==> src/common/bt_pkg.sv <==
/*
	Shared widths, serial timing and frame lengths for the Bluetooth bridge.
	RESP_BYTES must be even because reply bytes are paired into words.
	FIFO_WORDS must be a power of two so the FIFO pointers wrap on their own.
*/

`default_nettype none

package bt_pkg;

	// Data widths
	localparam int WORD_W = 16;
	localparam int BYTE_W = 8;

	// Serial timing, one start bit, eight data bits and one stop bit
	localparam int CLKS_PER_BIT = 16;
	localparam int FRAME_BITS = BYTE_W + 2;
	localparam int BIT_CNT_W = $clog2(CLKS_PER_BIT);
	localparam int BIT_IDX_W = $clog2(FRAME_BITS);

	// Frame lengths
	localparam int SENSOR_WORDS = 4;
	localparam int RESP_BYTES = 4;
	localparam int SAMPLE_CNT_W = $clog2(SENSOR_WORDS + 1);
	localparam int REPLY_CNT_W = $clog2(RESP_BYTES + 1);

	// FIFO depth in 16-bit words
	localparam int FIFO_WORDS = 16;
	localparam int FIFO_AW = $clog2(FIFO_WORDS);

	typedef enum logic [3:0] {
		IDLE,
		WAIT_DATA,
		LOAD_WORD,
		STORED,
		POP_BYTE,
		WAIT_LINK,
		SEND_BYTE,
		NEXT_BYTE,
		GET_REPLY,
		WAIT_DEMAND,
		READ_WORD,
		OFFER_WORD,
		DONE
	} link_state_e;

endpackage

`default_nettype wire

==> src/tx_fifo.sv <==
/*
	Word-in, byte-out FIFO. Each word leaves as its high byte, then its low byte.
	A push into a full FIFO is dropped. The popped byte appears one cycle later.
*/

`timescale 1ns/1ps
`default_nettype none

module tx_fifo (
	input  logic                      clock,
	input  logic                      reset,
	input  logic                      push_i,
	input  logic [bt_pkg::WORD_W-1:0] wdata_i,
	input  logic                      pop_i,
	output logic [bt_pkg::BYTE_W-1:0] rbyte_o,
	output logic                      empty_o,
	output logic                      full_o
);
	import bt_pkg::*;

	logic [WORD_W-1:0]  mem_q [FIFO_WORDS];
	logic [FIFO_AW-1:0] wr_ptr_q;
	logic [FIFO_AW-1:0] rd_ptr_q;
	logic [FIFO_AW:0]   count_q;
	logic               lo_sel_q;
	logic [BYTE_W-1:0]  rbyte_q;
	logic               do_push;
	logic               do_pop;
	logic               word_done;

	assign empty_o = (count_q == '0);
	assign full_o = (count_q == (FIFO_AW + 1)'(FIFO_WORDS));
	assign do_push = push_i && !full_o;
	assign do_pop = pop_i && !empty_o;
	// A word leaves the memory once its low byte is popped
	assign word_done = do_pop && lo_sel_q;
	assign rbyte_o = rbyte_q;

	always_ff @(posedge clock or posedge reset)
	begin
		if (reset)
		begin
			wr_ptr_q <= '0;
			rd_ptr_q <= '0;
			count_q <= '0;
			lo_sel_q <= 1'b0;
		end
		else
		begin
			if (do_push)
				wr_ptr_q <= wr_ptr_q + 1'b1;
			if (do_pop)
				lo_sel_q <= !lo_sel_q;
			if (word_done)
				rd_ptr_q <= rd_ptr_q + 1'b1;
			if (do_push && !word_done)
				count_q <= count_q + 1'b1;
			else if (!do_push && word_done)
				count_q <= count_q - 1'b1;
		end
	end

	always_ff @(posedge clock)
	begin
		if (do_push)
			mem_q[wr_ptr_q] <= wdata_i;
		if (do_pop)
			rbyte_q <= lo_sel_q ? mem_q[rd_ptr_q][BYTE_W-1:0] : mem_q[rd_ptr_q][WORD_W-1:BYTE_W];
	end

endmodule

`default_nettype wire

==> src/rx_fifo.sv <==
/*
	Byte-in, word-out FIFO. The first byte of a pair becomes the high byte.
	Empty means no complete word is stored; a lone high byte does not count.
	A byte arriving while the FIFO is full is dropped.
*/

`timescale 1ns/1ps
`default_nettype none

module rx_fifo (
	input  logic                      clock,
	input  logic                      reset,
	input  logic                      push_i,
	input  logic [bt_pkg::BYTE_W-1:0] wbyte_i,
	input  logic                      pop_i,
	output logic [bt_pkg::WORD_W-1:0] rword_o,
	output logic                      empty_o,
	output logic                      full_o
);
	import bt_pkg::*;

	logic [WORD_W-1:0]  mem_q [FIFO_WORDS];
	logic [FIFO_AW-1:0] wr_ptr_q;
	logic [FIFO_AW-1:0] rd_ptr_q;
	logic [FIFO_AW:0]   count_q;
	logic               hi_valid_q;
	logic [BYTE_W-1:0]  hold_q;
	logic [WORD_W-1:0]  rword_q;
	logic               byte_in;
	logic               do_write;
	logic               do_pop;

	assign empty_o = (count_q == '0);
	assign full_o = (count_q == (FIFO_AW + 1)'(FIFO_WORDS));
	assign byte_in = push_i && !full_o;
	assign do_write = byte_in && hi_valid_q;
	assign do_pop = pop_i && !empty_o;
	assign rword_o = rword_q;

	always_ff @(posedge clock or posedge reset)
	begin
		if (reset)
		begin
			wr_ptr_q <= '0;
			rd_ptr_q <= '0;
			count_q <= '0;
			hi_valid_q <= 1'b0;
		end
		else
		begin
			if (byte_in)
				hi_valid_q <= !hi_valid_q;
			if (do_write)
				wr_ptr_q <= wr_ptr_q + 1'b1;
			if (do_pop)
				rd_ptr_q <= rd_ptr_q + 1'b1;
			if (do_write && !do_pop)
				count_q <= count_q + 1'b1;
			else if (!do_write && do_pop)
				count_q <= count_q - 1'b1;
		end
	end

	always_ff @(posedge clock)
	begin
		// High byte waits here for its partner
		if (byte_in && !hi_valid_q)
			hold_q <= wbyte_i;
		if (do_write)
			mem_q[wr_ptr_q] <= {hold_q, wbyte_i};
		if (do_pop)
			rword_q <= mem_q[rd_ptr_q];
	end

endmodule

`default_nettype wire

==> src/uart/uart_tx.sv <==
/*
	8N1 transmitter. byte_i is taken on the cycle start_i is high while idle;
	a start pulse during a frame is ignored. done_o is high in the last
	cycle of the stop bit, so a frame spans 10 bit periods after the start.
*/

`timescale 1ns/1ps
`default_nettype none

module uart_tx (
	input  logic                      clock,
	input  logic                      reset,
	input  logic                      start_i,
	input  logic [bt_pkg::BYTE_W-1:0] byte_i,
	output logic                      txd_o,
	output logic                      done_o
);
	import bt_pkg::*;

	localparam logic [BIT_CNT_W-1:0] CNT_LAST = BIT_CNT_W'(CLKS_PER_BIT - 1);
	localparam logic [BIT_IDX_W-1:0] BIT_LAST = BIT_IDX_W'(FRAME_BITS - 1);

	logic                  busy_q;
	logic [BIT_CNT_W-1:0]  cnt_q;
	logic [BIT_IDX_W-1:0]  bit_q;
	logic [FRAME_BITS-1:0] shift_q;
	logic                  bit_end;

	assign bit_end = busy_q && (cnt_q == CNT_LAST);
	// Line idles high
	assign txd_o = busy_q ? shift_q[0] : 1'b1;
	assign done_o = bit_end && (bit_q == BIT_LAST);

	always_ff @(posedge clock or posedge reset)
	begin
		if (reset)
		begin
			busy_q <= 1'b0;
			cnt_q <= '0;
			bit_q <= '0;
		end
		else if (!busy_q)
		begin
			if (start_i)
			begin
				busy_q <= 1'b1;
				cnt_q <= '0;
				bit_q <= '0;
			end
		end
		else if (bit_end)
		begin
			cnt_q <= '0;
			if (bit_q == BIT_LAST)
				busy_q <= 1'b0;
			else
				bit_q <= bit_q + 1'b1;
		end
		else
			cnt_q <= cnt_q + 1'b1;
	end

	// Stop, data LSB first, start; shifted out from bit 0
	always_ff @(posedge clock)
	begin
		if (!busy_q && start_i)
			shift_q <= {1'b1, byte_i, 1'b0};
		else if (bit_end)
			shift_q <= {1'b1, shift_q[FRAME_BITS-1:1]};
	end

endmodule

`default_nettype wire

==> src/uart/uart_rx.sv <==
/*
	8N1 receiver. The line is synchronized with two flops, so bytes show up
	a few cycles after their stop bit. Bits are sampled near their middle.
	A start bit that is gone at mid-bit, or a low stop bit, drops the byte.
*/

`timescale 1ns/1ps
`default_nettype none

module uart_rx (
	input  logic                      clock,
	input  logic                      reset,
	input  logic                      rxd_i,
	output logic [bt_pkg::BYTE_W-1:0] byte_o,
	output logic                      valid_o
);
	import bt_pkg::*;

	localparam logic [BIT_CNT_W-1:0] CNT_LAST = BIT_CNT_W'(CLKS_PER_BIT - 1);
	localparam logic [BIT_CNT_W-1:0] CNT_HALF = BIT_CNT_W'(CLKS_PER_BIT / 2 - 1);
	localparam logic [BIT_IDX_W-1:0] BIT_LAST = BIT_IDX_W'(FRAME_BITS - 1);

	logic [1:0]           sync_q;
	logic                 rxd_prev_q;
	logic                 rxd_s;
	logic                 start_edge;
	logic                 busy_q;
	logic [BIT_CNT_W-1:0] cnt_q;
	logic [BIT_IDX_W-1:0] bit_q;
	logic                 sample;
	logic                 valid_q;
	logic [BYTE_W-1:0]    shift_q;

	assign rxd_s = sync_q[1];
	assign start_edge = !busy_q && rxd_prev_q && !rxd_s;
	assign sample = busy_q && (cnt_q == '0);
	assign byte_o = shift_q;
	assign valid_o = valid_q;

	always_ff @(posedge clock or posedge reset)
	begin
		if (reset)
		begin
			sync_q <= 2'b11;
			rxd_prev_q <= 1'b1;
			busy_q <= 1'b0;
			cnt_q <= '0;
			bit_q <= '0;
			valid_q <= 1'b0;
		end
		else
		begin
			sync_q <= {sync_q[0], rxd_i};
			rxd_prev_q <= rxd_s;
			valid_q <= 1'b0;
			if (start_edge)
			begin
				// First sample lands half a bit into the start bit
				busy_q <= 1'b1;
				cnt_q <= CNT_HALF;
				bit_q <= '0;
			end
			else if (busy_q && !sample)
				cnt_q <= cnt_q - 1'b1;
			else if (sample)
			begin
				cnt_q <= CNT_LAST;
				if (bit_q == '0 && rxd_s)
					busy_q <= 1'b0;
				else if (bit_q == BIT_LAST)
				begin
					busy_q <= 1'b0;
					valid_q <= rxd_s;
				end
				else
					bit_q <= bit_q + 1'b1;
			end
		end
	end

	// Data bits arrive LSB first
	always_ff @(posedge clock)
	begin
		if (sample && bit_q != '0 && bit_q != BIT_LAST)
			shift_q <= {rxd_s, shift_q[BYTE_W-1:1]};
	end

endmodule

`default_nettype wire

==> src/bt_link_ctrl.sv <==
/*
	Bridge sequencer. want_at_i high selects command mode, low sensor mode,
	and must stay steady for a whole session. Sensor mode waits for a link
	before every byte; command mode sends at once and then captures
	RESP_BYTES reply bytes for the host. Nothing stalls the serial side.
*/

`timescale 1ns/1ps
`default_nettype none

module bt_link_ctrl (
	input  logic                      clock,
	input  logic                      reset,
	input  logic                      begin_i,
	input  logic                      want_at_i,
	input  logic                      data_loaded_i,
	input  logic                      knows_stored_i,
	input  logic                      data_done_i,
	input  logic                      access_rx_i,
	input  logic                      received_i,
	input  logic                      finished_rx_i,
	input  logic                      bt_state_i,
	input  logic                      tx_empty_i,
	input  logic [bt_pkg::BYTE_W-1:0] tx_rbyte_i,
	input  logic                      tx_done_i,
	input  logic                      rx_valid_i,
	output logic                      tx_push_o,
	output logic                      tx_pop_o,
	output logic                      tx_start_o,
	output logic [bt_pkg::BYTE_W-1:0] tx_byte_o,
	output logic                      rx_pop_o,
	output logic                      word_stored_o,
	output logic                      word_valid_o,
	output logic                      done_o
);
	import bt_pkg::*;

	link_state_e             state_q;
	link_state_e             state_d;
	link_state_e             byte_entry;
	logic [SAMPLE_CNT_W-1:0] word_cnt_q;
	logic [REPLY_CNT_W-1:0]  reply_cnt_q;
	logic                    pop_q;
	logic                    data_ready;
	logic                    data_complete;
	logic                    reply_last;

	// Sensor samples are always ready; the frame ends on the sample count
	assign data_ready = want_at_i ? data_loaded_i : 1'b1;
	assign data_complete = want_at_i ? data_done_i
		: (word_cnt_q == SAMPLE_CNT_W'(SENSOR_WORDS));
	// Only sensor mode checks the link, once before each byte
	assign byte_entry = want_at_i ? POP_BYTE : WAIT_LINK;
	assign reply_last = rx_valid_i && (reply_cnt_q == REPLY_CNT_W'(RESP_BYTES - 1));

	always_comb
	begin
		state_d = state_q;
		case (state_q)
			IDLE:
				if (begin_i)
					state_d = WAIT_DATA;
			WAIT_DATA:
				if (data_ready)
					state_d = LOAD_WORD;
			LOAD_WORD:
				state_d = STORED;
			STORED:
				if (!want_at_i || knows_stored_i)
					state_d = data_complete ? byte_entry : WAIT_DATA;
			WAIT_LINK:
				if (bt_state_i)
					state_d = POP_BYTE;
			POP_BYTE:
				state_d = SEND_BYTE;
			SEND_BYTE:
				if (tx_done_i)
					state_d = NEXT_BYTE;
			NEXT_BYTE:
				if (!tx_empty_i)
					state_d = byte_entry;
				else
					state_d = want_at_i ? GET_REPLY : DONE;
			GET_REPLY:
				if (reply_last)
					state_d = WAIT_DEMAND;
			WAIT_DEMAND:
				if (access_rx_i)
					state_d = READ_WORD;
			READ_WORD:
				state_d = OFFER_WORD;
			OFFER_WORD:
				if (received_i)
					state_d = finished_rx_i ? DONE : WAIT_DEMAND;
			DONE:
				if (!begin_i)
					state_d = IDLE;
			default:
				state_d = IDLE;
		endcase
	end

	always_ff @(posedge clock or posedge reset)
	begin
		if (reset)
		begin
			state_q <= IDLE;
			word_cnt_q <= '0;
			reply_cnt_q <= '0;
			pop_q <= 1'b0;
		end
		else
		begin
			state_q <= state_d;
			pop_q <= tx_pop_o;
			if (state_q == IDLE)
			begin
				word_cnt_q <= '0;
				reply_cnt_q <= '0;
			end
			else
			begin
				if (state_q == LOAD_WORD && !want_at_i)
					word_cnt_q <= word_cnt_q + 1'b1;
				if (state_q == GET_REPLY && rx_valid_i)
					reply_cnt_q <= reply_cnt_q + 1'b1;
			end
		end
	end

	assign tx_push_o = (state_q == LOAD_WORD);
	assign tx_pop_o = (state_q == POP_BYTE);
	// SEND_BYTE is only entered from POP_BYTE, so pop_q marks its first cycle
	assign tx_start_o = (state_q == SEND_BYTE) && pop_q;
	// The TX FIFO output register holds the popped byte until the next pop
	assign tx_byte_o = tx_rbyte_i;
	assign rx_pop_o = (state_q == READ_WORD);
	assign word_stored_o = (state_q == STORED);
	assign word_valid_o = (state_q == OFFER_WORD);
	assign done_o = (state_q == DONE);

endmodule

`default_nettype wire

==> src/bt_bridge_top.sv <==
/*
	Serial bridge to a Bluetooth radio module. want_at_i picks the word
	source: host words in command mode, sensor samples in sensor mode.
	Single clock domain; uart_rxd_i is synchronized inside the receiver.
*/

`timescale 1ns/1ps
`default_nettype none

module bt_bridge_top (
	input  logic                      clock,
	input  logic                      reset,
	input  logic                      bt_state_i,
	input  logic                      uart_rxd_i,
	input  logic [bt_pkg::WORD_W-1:0] host_word_i,
	input  logic [bt_pkg::WORD_W-1:0] sensor_word_i,
	input  logic                      begin_i,
	input  logic                      want_at_i,
	input  logic                      data_loaded_i,
	input  logic                      knows_stored_i,
	input  logic                      data_done_i,
	input  logic                      access_rx_i,
	input  logic                      received_i,
	input  logic                      finished_rx_i,
	output logic                      uart_txd_o,
	output logic [bt_pkg::WORD_W-1:0] rx_word_o,
	output logic                      word_stored_o,
	output logic                      word_valid_o,
	output logic                      done_o
);
	import bt_pkg::*;

	logic              tx_push;
	logic [WORD_W-1:0] tx_wdata;
	logic              tx_pop;
	logic [BYTE_W-1:0] tx_rbyte;
	logic              tx_empty;
	logic              tx_full;
	logic              tx_start;
	logic [BYTE_W-1:0] tx_byte;
	logic              tx_done;
	logic              rx_valid;
	logic [BYTE_W-1:0] rx_byte;
	logic              rx_pop;

	// Word source for the TX FIFO
	assign tx_wdata = want_at_i ? host_word_i : sensor_word_i;

	bt_link_ctrl i_ctrl (
		.clock          (clock),
		.reset          (reset),
		.begin_i        (begin_i),
		.want_at_i      (want_at_i),
		.data_loaded_i  (data_loaded_i),
		.knows_stored_i (knows_stored_i),
		.data_done_i    (data_done_i),
		.access_rx_i    (access_rx_i),
		.received_i     (received_i),
		.finished_rx_i  (finished_rx_i),
		.bt_state_i     (bt_state_i),
		.tx_empty_i     (tx_empty),
		.tx_rbyte_i     (tx_rbyte),
		.tx_done_i      (tx_done),
		.rx_valid_i     (rx_valid),
		.tx_push_o      (tx_push),
		.tx_pop_o       (tx_pop),
		.tx_start_o     (tx_start),
		.tx_byte_o      (tx_byte),
		.rx_pop_o       (rx_pop),
		.word_stored_o  (word_stored_o),
		.word_valid_o   (word_valid_o),
		.done_o         (done_o)
	);

	tx_fifo i_tx_fifo (
		.clock   (clock),
		.reset   (reset),
		.push_i  (tx_push),
		.wdata_i (tx_wdata),
		.pop_i   (tx_pop),
		.rbyte_o (tx_rbyte),
		.empty_o (tx_empty),
		.full_o  (tx_full)
	);

	uart_tx i_uart_tx (
		.clock   (clock),
		.reset   (reset),
		.start_i (tx_start),
		.byte_i  (tx_byte),
		.txd_o   (uart_txd_o),
		.done_o  (tx_done)
	);

	uart_rx i_uart_rx (
		.clock   (clock),
		.reset   (reset),
		.rxd_i   (uart_rxd_i),
		.byte_o  (rx_byte),
		.valid_o (rx_valid)
	);

	// Every received byte is stored, in and out of reply capture
	rx_fifo i_rx_fifo (
		.clock   (clock),
		.reset   (reset),
		.push_i  (rx_valid),
		.wbyte_i (rx_byte),
		.pop_i   (rx_pop),
		.rword_o (rx_word_o),
		.empty_o (),
		.full_o  ()
	);

endmodule

`default_nettype wire

==> config.mk <==
export PLATFORM = sky130hd
export DESIGN_NAME = bt_bridge_top
export DESIGN_NICKNAME = d
export VERILOG_FILES = /design/src/common/bt_pkg.sv /design/src/tx_fifo.sv /design/src/rx_fifo.sv /design/src/uart/uart_tx.sv /design/src/uart/uart_rx.sv /design/src/bt_link_ctrl.sv /design/src/bt_bridge_top.sv
export SDC_FILE = /design/constraint.sdc
export NUM_CORES = 1
export LEC_CHECK = 0
export BUFFER_PORTS_ARGS = -buffer_cell sky130_fd_sc_hd__buf_2
export CORE_AREA = 3 3 216 218
export CTS_CLUSTER_DIAMETER = 200
export DETAILED_ROUTE_END_ITERATION = 16
export DIE_AREA = 0 0 219 221
export PLACE_DENSITY_LB_ADDON = 0.05
export SYNTH_ARGS = -nofsm -noshare
export SYNTH_HDL_FRONTEND = slang
export SYNTH_HIERARCHICAL = 1
export SYNTH_SLANG_ARGS = --single-unit
export TNS_END_PERCENT = 20
==> constraint.sdc <==
create_clock -name clock -period 10.35 [get_ports clock]
set_clock_uncertainty 0.1 [all_clocks]
set_input_delay 2.5875 -clock clock [delete_from_list [all_inputs] [get_ports clock]]
set_output_delay 2.5875 -clock clock [all_outputs]
set_load 0.02 [all_outputs]
Word-level counts from Yosys, hierarchy flattened
Memory sizes are Yosys's and may differ from the RTL's. A register that Yosys moved wholly into a read port is not among the register bits.
Cells that the tools add are included.

operators by class
  eq/ne operators = 34
  multiplexer cells = 62
  add/subtract/negate cells = 14
  reduce and logical (&&, ||, !) cells = 60

operators with widths
  cell                                                                 number
  4-bit 2-to-1 mux                                                     25
  4-bit one-hot mux with 13 select lines                               1
  4-bit == test (second input constant)                                8
  4-bit by 1-bit adder with 4-bit output (second input constant)       7
  1-bit logical AND                                                    25
  1-bit 2-to-1 mux                                                     22
  5-bit 2-to-1 mux                                                     4
  3-bit 2-to-1 mux                                                     6
  9-bit 2-to-1 mux                                                     2
  4-bit by 3-bit == test with 1-bit output (second input constant)     4
  16-bit 2-to-1 mux                                                    1
  1-bit zero test                                                      15
  2-bit by 1-bit != test with 1-bit output (second input constant)     7
  2-bit != test (second input constant)                                7
  2-bit nonzero test                                                   7
  4-bit zero test                                                      3
  5-bit by 1-bit adder with 5-bit output (second input constant)       2
  5-bit == test (second input constant)                                2
  5-bit zero test                                                      2
  5-bit by 1-bit subtractor with 5-bit output (second input constant)  2
  9-bit AND reduction                                                  1
  4-bit by 2-bit == test with 1-bit output (second input constant)     2
  8-bit 2-to-1 mux                                                     1
  3-bit by 1-bit adder with 3-bit output (second input constant)       2
  10 further kinds                                                     12

word-level totals
  logic and storage cells = 198
  bits in writable memories = 512
  bits of input ports = 44
  flip-flop bits (word level) = 94
  output and inout port bits = 20
  memories = 2

memories
  memory           depth  bits a word  rd ports  clocked after Yosys merged registers in  wr ports  RTL line       source
  i_rx_fifo.mem_q  16     16           1         1                                        1         rx_fifo.sv:22  logic [WORD_W-1:0] mem_q [FIFO_WORDS];
  i_tx_fifo.mem_q  16     16           1         0                                        1         tx_fifo.sv:21  logic [WORD_W-1:0] mem_q [FIFO_WORDS];

Depth between registers and ports, before layout
Gate-level depths: netlist of run 1.

  word-level depth = 8
  mapped depth = 12
  mapped depth without buffers = 11

Cells and area by module
Netlist of run 1, hierarchy kept.

by module, submodules not included
  module         cells each  area each (um2)  instances
  rx_fifo        578         11368.4          1
  tx_fifo        462         10791.6          1
  bt_link_ctrl   113         932.1            1
  uart_rx        69          910.9            1
  uart_tx        73          874.6            1
  bt_bridge_top  18          249.0            1

Worst setup path after synthesis of run 1
OpenSTA, ideal clock, no wires.

  path type = register -> output
  start point = reg i_ctrl.state_q[3]
  end point = out done_o
  path slack = 6.191 ns
  stages on the path, launching flop included = 4
  data required time = 7.663 ns
  arrival = 1.471 ns
  path through = dfrtp_1 > buf_2 > buf_2 > nor4bb_1

on the way
  longest elaborated chain between the ends = 1

RTL lines
  item                      RTL line             source
  start: declaration        bt_link_ctrl.sv:38   link_state_e state_q;
  start signal: assignment  bt_link_ctrl.sv:114  state_q <= state_d;
  4-bit == test             bt_link_ctrl.sv:140  assign done_o = (state_q == DONE);
  end: declaration          bt_bridge_top.sv:29  output logic done_o

Every way passes these cells.

Final worst setup path of run 1
Ends and elaborated chain as after synthesis.

==> flow_metrics.py, run 1 <==
metrics = {
    "clock_network": {
        "cts-resized-gates": 0,
        "cts_made_buffers": 59,
        "cts_setup_buffers": 0,
        "cts_tree": "done",
        "root_buffer": "clkbuf_16",
        "cts_sinks": 622,
        "holdBufCountCts": 0,
        "h-tree-depth": 2,
        "cts_max_path_buffers": 3,
        "insertion_delay_ps": 610,
        "clk_pin_slew_ps": 60,
    },
    "route": {
        "wirelength_um": 51500,
        "route.met2.wl_um": 26500,
        "wl_per_cell_um": 25.2,
        "dr.pass1.iters": 5,
        "routedLengthMet1_um": 21500,
        "highest_layer": "met4",
        "ant_nets": 0,
        "drc": 0,
        "vias": 12160,
        "dr_wl_met3_um": 2330,
        "viasPerCell": 5.95,
        "drt-initial-drc-count": 897,
    },
    "die": {
        "core-area_sq_um": 45100,
        "die_area_sq_um": 48400,
        "ios": 64,
        "row_count": 78,
        "start_util_pct": 55.7,
        "die_w_um": 219,
        "die_height_um": 221,
    },
    "pwr": {
        "power.leakage_nw": 9.21,
        "finalPower_mw": 6.11,
        "vdd_drop_max_mv": 0.145,
        "p_switching_mw": 1.51,
        "internal_power_mw": 4.60,
        "seqPwrFrac_pct": 49.7,
        "pwr-share-comb_pct": 15.8,
        "power_density_nw_per_um2": 219,
        "clkPwrFrac_pct": 34.5,
        "switching_share_pct": 24.8,
    },
    "timing": {
        "finalSetupViolCount": 0,
        "post-route-period-util_pct": 44.3,
        "hold_viol_final": 0,
        "tightest_slew_ps": 1200,
        "slew_headroom_pct": 20.1,
        "period_minus_slack_ps": 4590,
        "max_freq_ghz": 0.218,
        "rsz0062_at_grt": "false",
        "finalMaxSlewViolations": 0,
        "fin_tns_setup_ps": 0,
    },
    "placed_design": {
        "gp_congestion": 0.754,
        "hpwl_um": 29300,
        "placed_area_sq_um": 26100,
        "port_buffers": 63,
    },
    "critical_path": {
        "regToRegSetupSlack_ps": 6840,
        "startpoint_type": "flip-flop",
        "crit-reg2reg-launch": "i_ctrl/state_q[3]",
        "critPathKind": "reg -> out",
        "path_cells": "nor4bb_1 > buf_2",
        "r2r-end": "i_tx_fifo/count_q[4]",
        "max_stage_delay_ps": 760,
        "startpoint": "i_ctrl/state_q[3]",
        "reg2reg_depth": 11,
        "critPathRequiredTime_ps": 7660,
        "worstSetupEndpoint": "done_o",
        "arrival_ps": 1900,
        "cp_max_fo": 24,
        "critPathCaptureType": "output pin",
        "cpMaxStageDelayCell": "dfrtp_1",
    },
    "global_routing": {
        "gr-total-overflow": 0,
        "grt_max_degree": 67,
        "grt_pass1_vias": 12490,
        "grt.total_usage_pct": 21.7,
        "antenna_found_initial": 0,
        "grt_pass1_wl_um": 77700,
    },
    "cells_and_area": {
        "seqCellArea_sq_um": 18400,
        "multi_input_area_sq_um": 6240,
        "fin_nets": 1469,
        "nFillCells": 3233,
        "mostFrequentLayoutCell": "edfxtp_1",
        "drive_above_1_share_pct": 24.9,
        "layout_common_cells": "560 x edfxtp_1, 112 x mux4_2, 74 x mux2i_1",
        "syn2layout_area_growth_pct": 11.3,
        "antenna_cells": 0,
        "fin_area_sq_um": 28000,
    },
    "logic_synthesis": {
        "mappedNetlistArea_sq_um": 25100,
        "synth_warnings": 6,
        "synthCells": 1310,
        "syn_nets": 1385,
        "syn_area_per_cell_sq_um": 19.2,
    },
    "run_status": {
        "status": "finished, final reports clean",
    },
    "job": {
        "max-cap-violations": 0,
    },
    "worst_hold_path": {
        "hp-class": "reg -> reg",
    },
}
-- stage by stage --
stage | util [%] | std cells | setup WS [ps] | hold WS [ps]
after CTS | 62.0 | 2044 | 5740 | 256
after floorplan | - | 1310 | 6190 | 245
final | 62.0 | 2044 | 5760 | 255
after detailed placement | 57.8 | 1933 | 6110 | 247
after global routing | 62.0 | 2044 | 5660 | 265
after global placement | 57.8 | 1933 | 6150 | 247
-- routing by layer --
metal,global-route usage (%),vias to the layer above
met3,2.87,79
li1,-,5415
met2,36.8,323
met1,29.8,6343
met4,6.31,0
met5,0,-
-- how the worst min path moves through the flow --
stage               cells past startpoint                 from             endpoint
finish                                  0  i_uart_rx/sync_q[0]  i_uart_rx/sync_q[1]
global route                            0  i_uart_rx/sync_q[0]  i_uart_rx/sync_q[1]
CTS                                     0  i_uart_rx/sync_q[0]  i_uart_rx/sync_q[1]
detailed placement                      0  i_uart_rx/sync_q[0]  i_uart_rx/sync_q[1]
global placement                        0  i_uart_rx/sync_q[0]  i_uart_rx/sync_q[1]
floorplan                               0  i_uart_rx/sync_q[0]  i_uart_rx/sync_q[1]
-- worst max-delay path: cells and delay by family (launching register included) --
kind	cells	cell delay, ps
simple gates	1	330
flops	1	760
buf+inv	1	210
-- power by group through the flow --
stage          clock [mW]  sequential (mW)  combinational (mW)
6_report             2.11             3.04               0.966
5_1_grt              2.25             3.06                1.06
4_1_cts              2.15             3.04               0.989
3_5_place_dp            0             3.09               0.984
3_3_place_gp            0             3.09               0.973
2_1_floorplan           0             2.99               0.856
-- registers in the layout (all words and copies together) (netlist names), 5 cells and up --
name and count:
i_rx_fifo/mem_q 256, i_tx_fifo/mem_q 256, i_rx_fifo/rword_o 16, i_uart_tx/shift_q 9, i_rx_fifo/hold_q 8, i_tx_fifo/rbyte_o 8
i_uart_rx/byte_o 8, i_rx_fifo/count_q 5, i_tx_fifo/count_q 5
-- layout make-up --
| type | count | share of cell area (%) |
|---|---|---|
| clock buffer | 91 | 6.04 |
| clock inverter | 20 | 0.779 |
| inverter | 34 | 0.456 |
| multi-input combinational | 581 | 22.3 |
| sequential | 622 | 65.7 |
| tap | 600 | 2.68 |
| timing repair buffer | 96 | 2.01 |
No activity file was read; power rests on OpenSTA's default activity.
==> run 2: changes to the inputs <==
--- a/config.mk
+++ b/config.mk
@@ -5,11 +5,12 @@
 export SDC_FILE = /design/constraint.sdc
 export NUM_CORES = 1
 export LEC_CHECK = 0
+export ABC_AREA = 1
 export BUFFER_PORTS_ARGS = -buffer_cell sky130_fd_sc_hd__buf_2
-export CORE_AREA = 3 3 216 218
+export CORE_AREA = 3 3 224 226
 export CTS_CLUSTER_DIAMETER = 200
 export DETAILED_ROUTE_END_ITERATION = 16
-export DIE_AREA = 0 0 219 221
+export DIE_AREA = 0 0 227 229
 export PLACE_DENSITY_LB_ADDON = 0.05
 export SYNTH_ARGS = -nofsm -noshare
 export SYNTH_HDL_FRONTEND = slang
==> constraint.sdc (replaced) <==
create_clock -name clock -period 4.52 [get_ports clock]
set_clock_uncertainty 0.1 [all_clocks]
set_input_delay 1.13 -clock clock [delete_from_list [all_inputs] [get_ports clock]]
set_output_delay 1.13 -clock clock [all_outputs]
set_load 0.02 [all_outputs]
==> run 2 against run 1 <==
  * Global-route usage rose by 1.8 points
  * Final cell count grew 59%
  * Area after synthesis up 7.3%
  * Setup slack lost 4400 ps
  * First-iteration DRC count grew 47%
  * Clock power up 150%
  * Via count up 43%
==> flow_metrics.py, run 2 <==
metrics = {
    "clock_network": {
        "cts_setup_buffers": 0,
        "cts_sinks": 622,
        "cts_made_buffers": 66,
        "root_buffer": "clkbuf_16",
        "cts_max_path_buffers": 3,
        "clk_pin_slew_ps": 60,
        "insertion_delay_ps": 590,
        "h-tree-depth": 3,
        "holdBufCountCts": 0,
        "cts-resized-gates": 0,
        "cts_tree": "done",
    },
    "route": {
        "drt-initial-drc-count": 1321,
        "wl_per_cell_um": 18.6,
        "ant_nets": 0,
        "drc": 0,
        "dr.pass1.iters": 5,
        "viasPerCell": 5.35,
        "wirelength_um": 60200,
        "vias": 17350,
    },
    "global_routing": {
        "antenna_found_initial": 0,
        "grt_pass1_wl_um": 93500,
        "gr-total-overflow": 0,
        "grt.total_usage_pct": 23.5,
        "grt_max_degree": 90,
        "grt_pass1_vias": 16601,
    },
    "cells_and_area": {
        "syn2layout_area_growth_pct": 10.9,
        "drive_above_1_share_pct": 11.0,
        "nFillCells": 3876,
        "antenna_cells": 0,
        "layout_common_cells": "943 x nand2_1, 560 x edfxtp_1, 352 x nand3_1",
        "fin_nets": 2644,
        "utilization_pct": 61.6,
        "fin_area_sq_um": 29900,
        "mostFrequentLayoutCell": "nand2_1",
    },
    "logic_synthesis": {
        "syn_nets": 2590,
        "synth_warnings": 6,
        "syn_area_per_cell_sq_um": 10.7,
        "mappedNetlistArea_sq_um": 27000,
        "synthCells": 2515,
    },
    "placed_design": {
        "gp_congestion": 0.818,
        "placed_area_sq_um": 27800,
        "hpwl_um": 34900,
        "port_buffers": 63,
        "dp_slack_ps": 1330,
    },
    "pwr": {
        "vdd_drop_max_mv": 0.331,
        "clkPwrFrac_pct": 35.3,
        "seqPwrFrac_pct": 45.4,
        "switching_share_pct": 29.5,
        "power_density_nw_per_um2": 499,
        "p_switching_mw": 4.40,
        "pwr-share-comb_pct": 19.3,
        "internal_power_mw": 10.5,
        "power.leakage_nw": 12.1,
    },
    "critical_path": {
        "max_stage_delay_ps": 790,
        "path_depth": 7,
        "r2r-end": "i_tx_fifo/mem_q[7][14]",
        "worstSetupEndpoint": "i_tx_fifo/mem_q[7][14]",
        "cpLargestDelayFamily": "simple AND/OR/NAND/NOR gates",
        "cpMaxStageDelayCell": "nor2_2",
        "critPathKind": "reg -> reg",
        "path_cells": "nor2_2 > inv_2 > nor2_4 > nand2_1 > inv_1 > nand2_1 > nor2_2",
        "cp_max_fo": 16,
        "crit-reg2reg-launch": "i_ctrl/state_q[3]",
        "regToRegSetupSlack_ps": 1320,
        "critPathCaptureType": "flip-flop",
        "reg2reg_depth": 7,
        "startpoint_type": "flip-flop",
        "critPathBufInv": 2,
        "startpoint": "i_ctrl/state_q[3]",
        "critPathRequiredTime_ps": 4620,
        "arrival_ps": 3300,
    },
    "worst_hold_path": {
        "hold_start": "i_uart_rx/sync_q[0]",
        "hp-class": "reg -> reg",
    },
    "die": {
        "die_w_um": 227,
        "die_height_um": 229,
        "row_count": 81,
        "ios": 64,
        "die_area_sq_um": 52000,
        "start_util_pct": 55.5,
        "core-area_sq_um": 48500,
    },
    "timing": {
        "tightest_slew_ps": 1100,
        "post-route-period-util_pct": 70.8,
        "period_minus_slack_ps": 3200,
        "finalSetupViolCount": 0,
        "hold_viol_final": 0,
        "finalMaxSlewViolations": 0,
        "final.setup.worst_slack_ps": 1320,
        "fin_tns_setup_ps": 0,
        "slew_headroom_pct": 26.3,
        "rsz0062_at_grt": "false",
        "max_freq_ghz": 0.313,
    },
    "run_status": {
        "status": "finished, final reports clean",
    },
    "job": {
        "max-cap-violations": 0,
    },
}
run 2: final cells by class:
cell class | count | area (sq um) | area share [%]
clock buffer | 79 | 1760 | 5.90
clock inverter | 38 | 347 | 1.16
inverter | 186 | 709 | 2.37
multi-input combinational | 1586 | 7250 | 24.3
sequential | 622 | 18400 | 61.5
tap | 622 | 778 | 2.60
timing repair buffer | 107 | 658 | 2.20
run 2: routing by layer:
metal  wire, um  global-route usage (%)  up-vias
met2      29900                    39.7      486
met5          0                       0        -
li1           -                       -     8485
met1      25200                    31.1     8273
met4       1790                    7.84        0
met3       3250                    3.83      106
run 2: stage by stage:
step	power, mW	cells	hold WS, ps
finish	14.9	3240	258
global route	15.7	3240	260
CTS	15.0	3240	258
detailed placement	9.78	3123	249
global placement	9.71	3123	246
floorplan	9.01	2515	245
run 2: power groups by stage:
stage	clock (mW)	sequential [mW]	combinational, mW
after global placement	0	6.88	2.83
after detailed placement	0	6.90	2.88
after global routing	5.60	6.81	3.26
after CTS	5.36	6.78	2.90
final	5.26	6.78	2.88
after floorplan	0	6.81	2.21
run 2: worst min path at each step:
stage / endpoint / cells after the start
5_1_grt: i_uart_rx/sync_q[1] / 0
3_3_place_gp: i_uart_rx/sync_q[1] / 0
2_1_floorplan: i_uart_rx/sync_q[1] / 0
6_report: i_uart_rx/sync_q[1] / 0
4_1_cts: i_uart_rx/sync_q[1] / 0
3_5_place_dp: i_uart_rx/sync_q[1] / 0
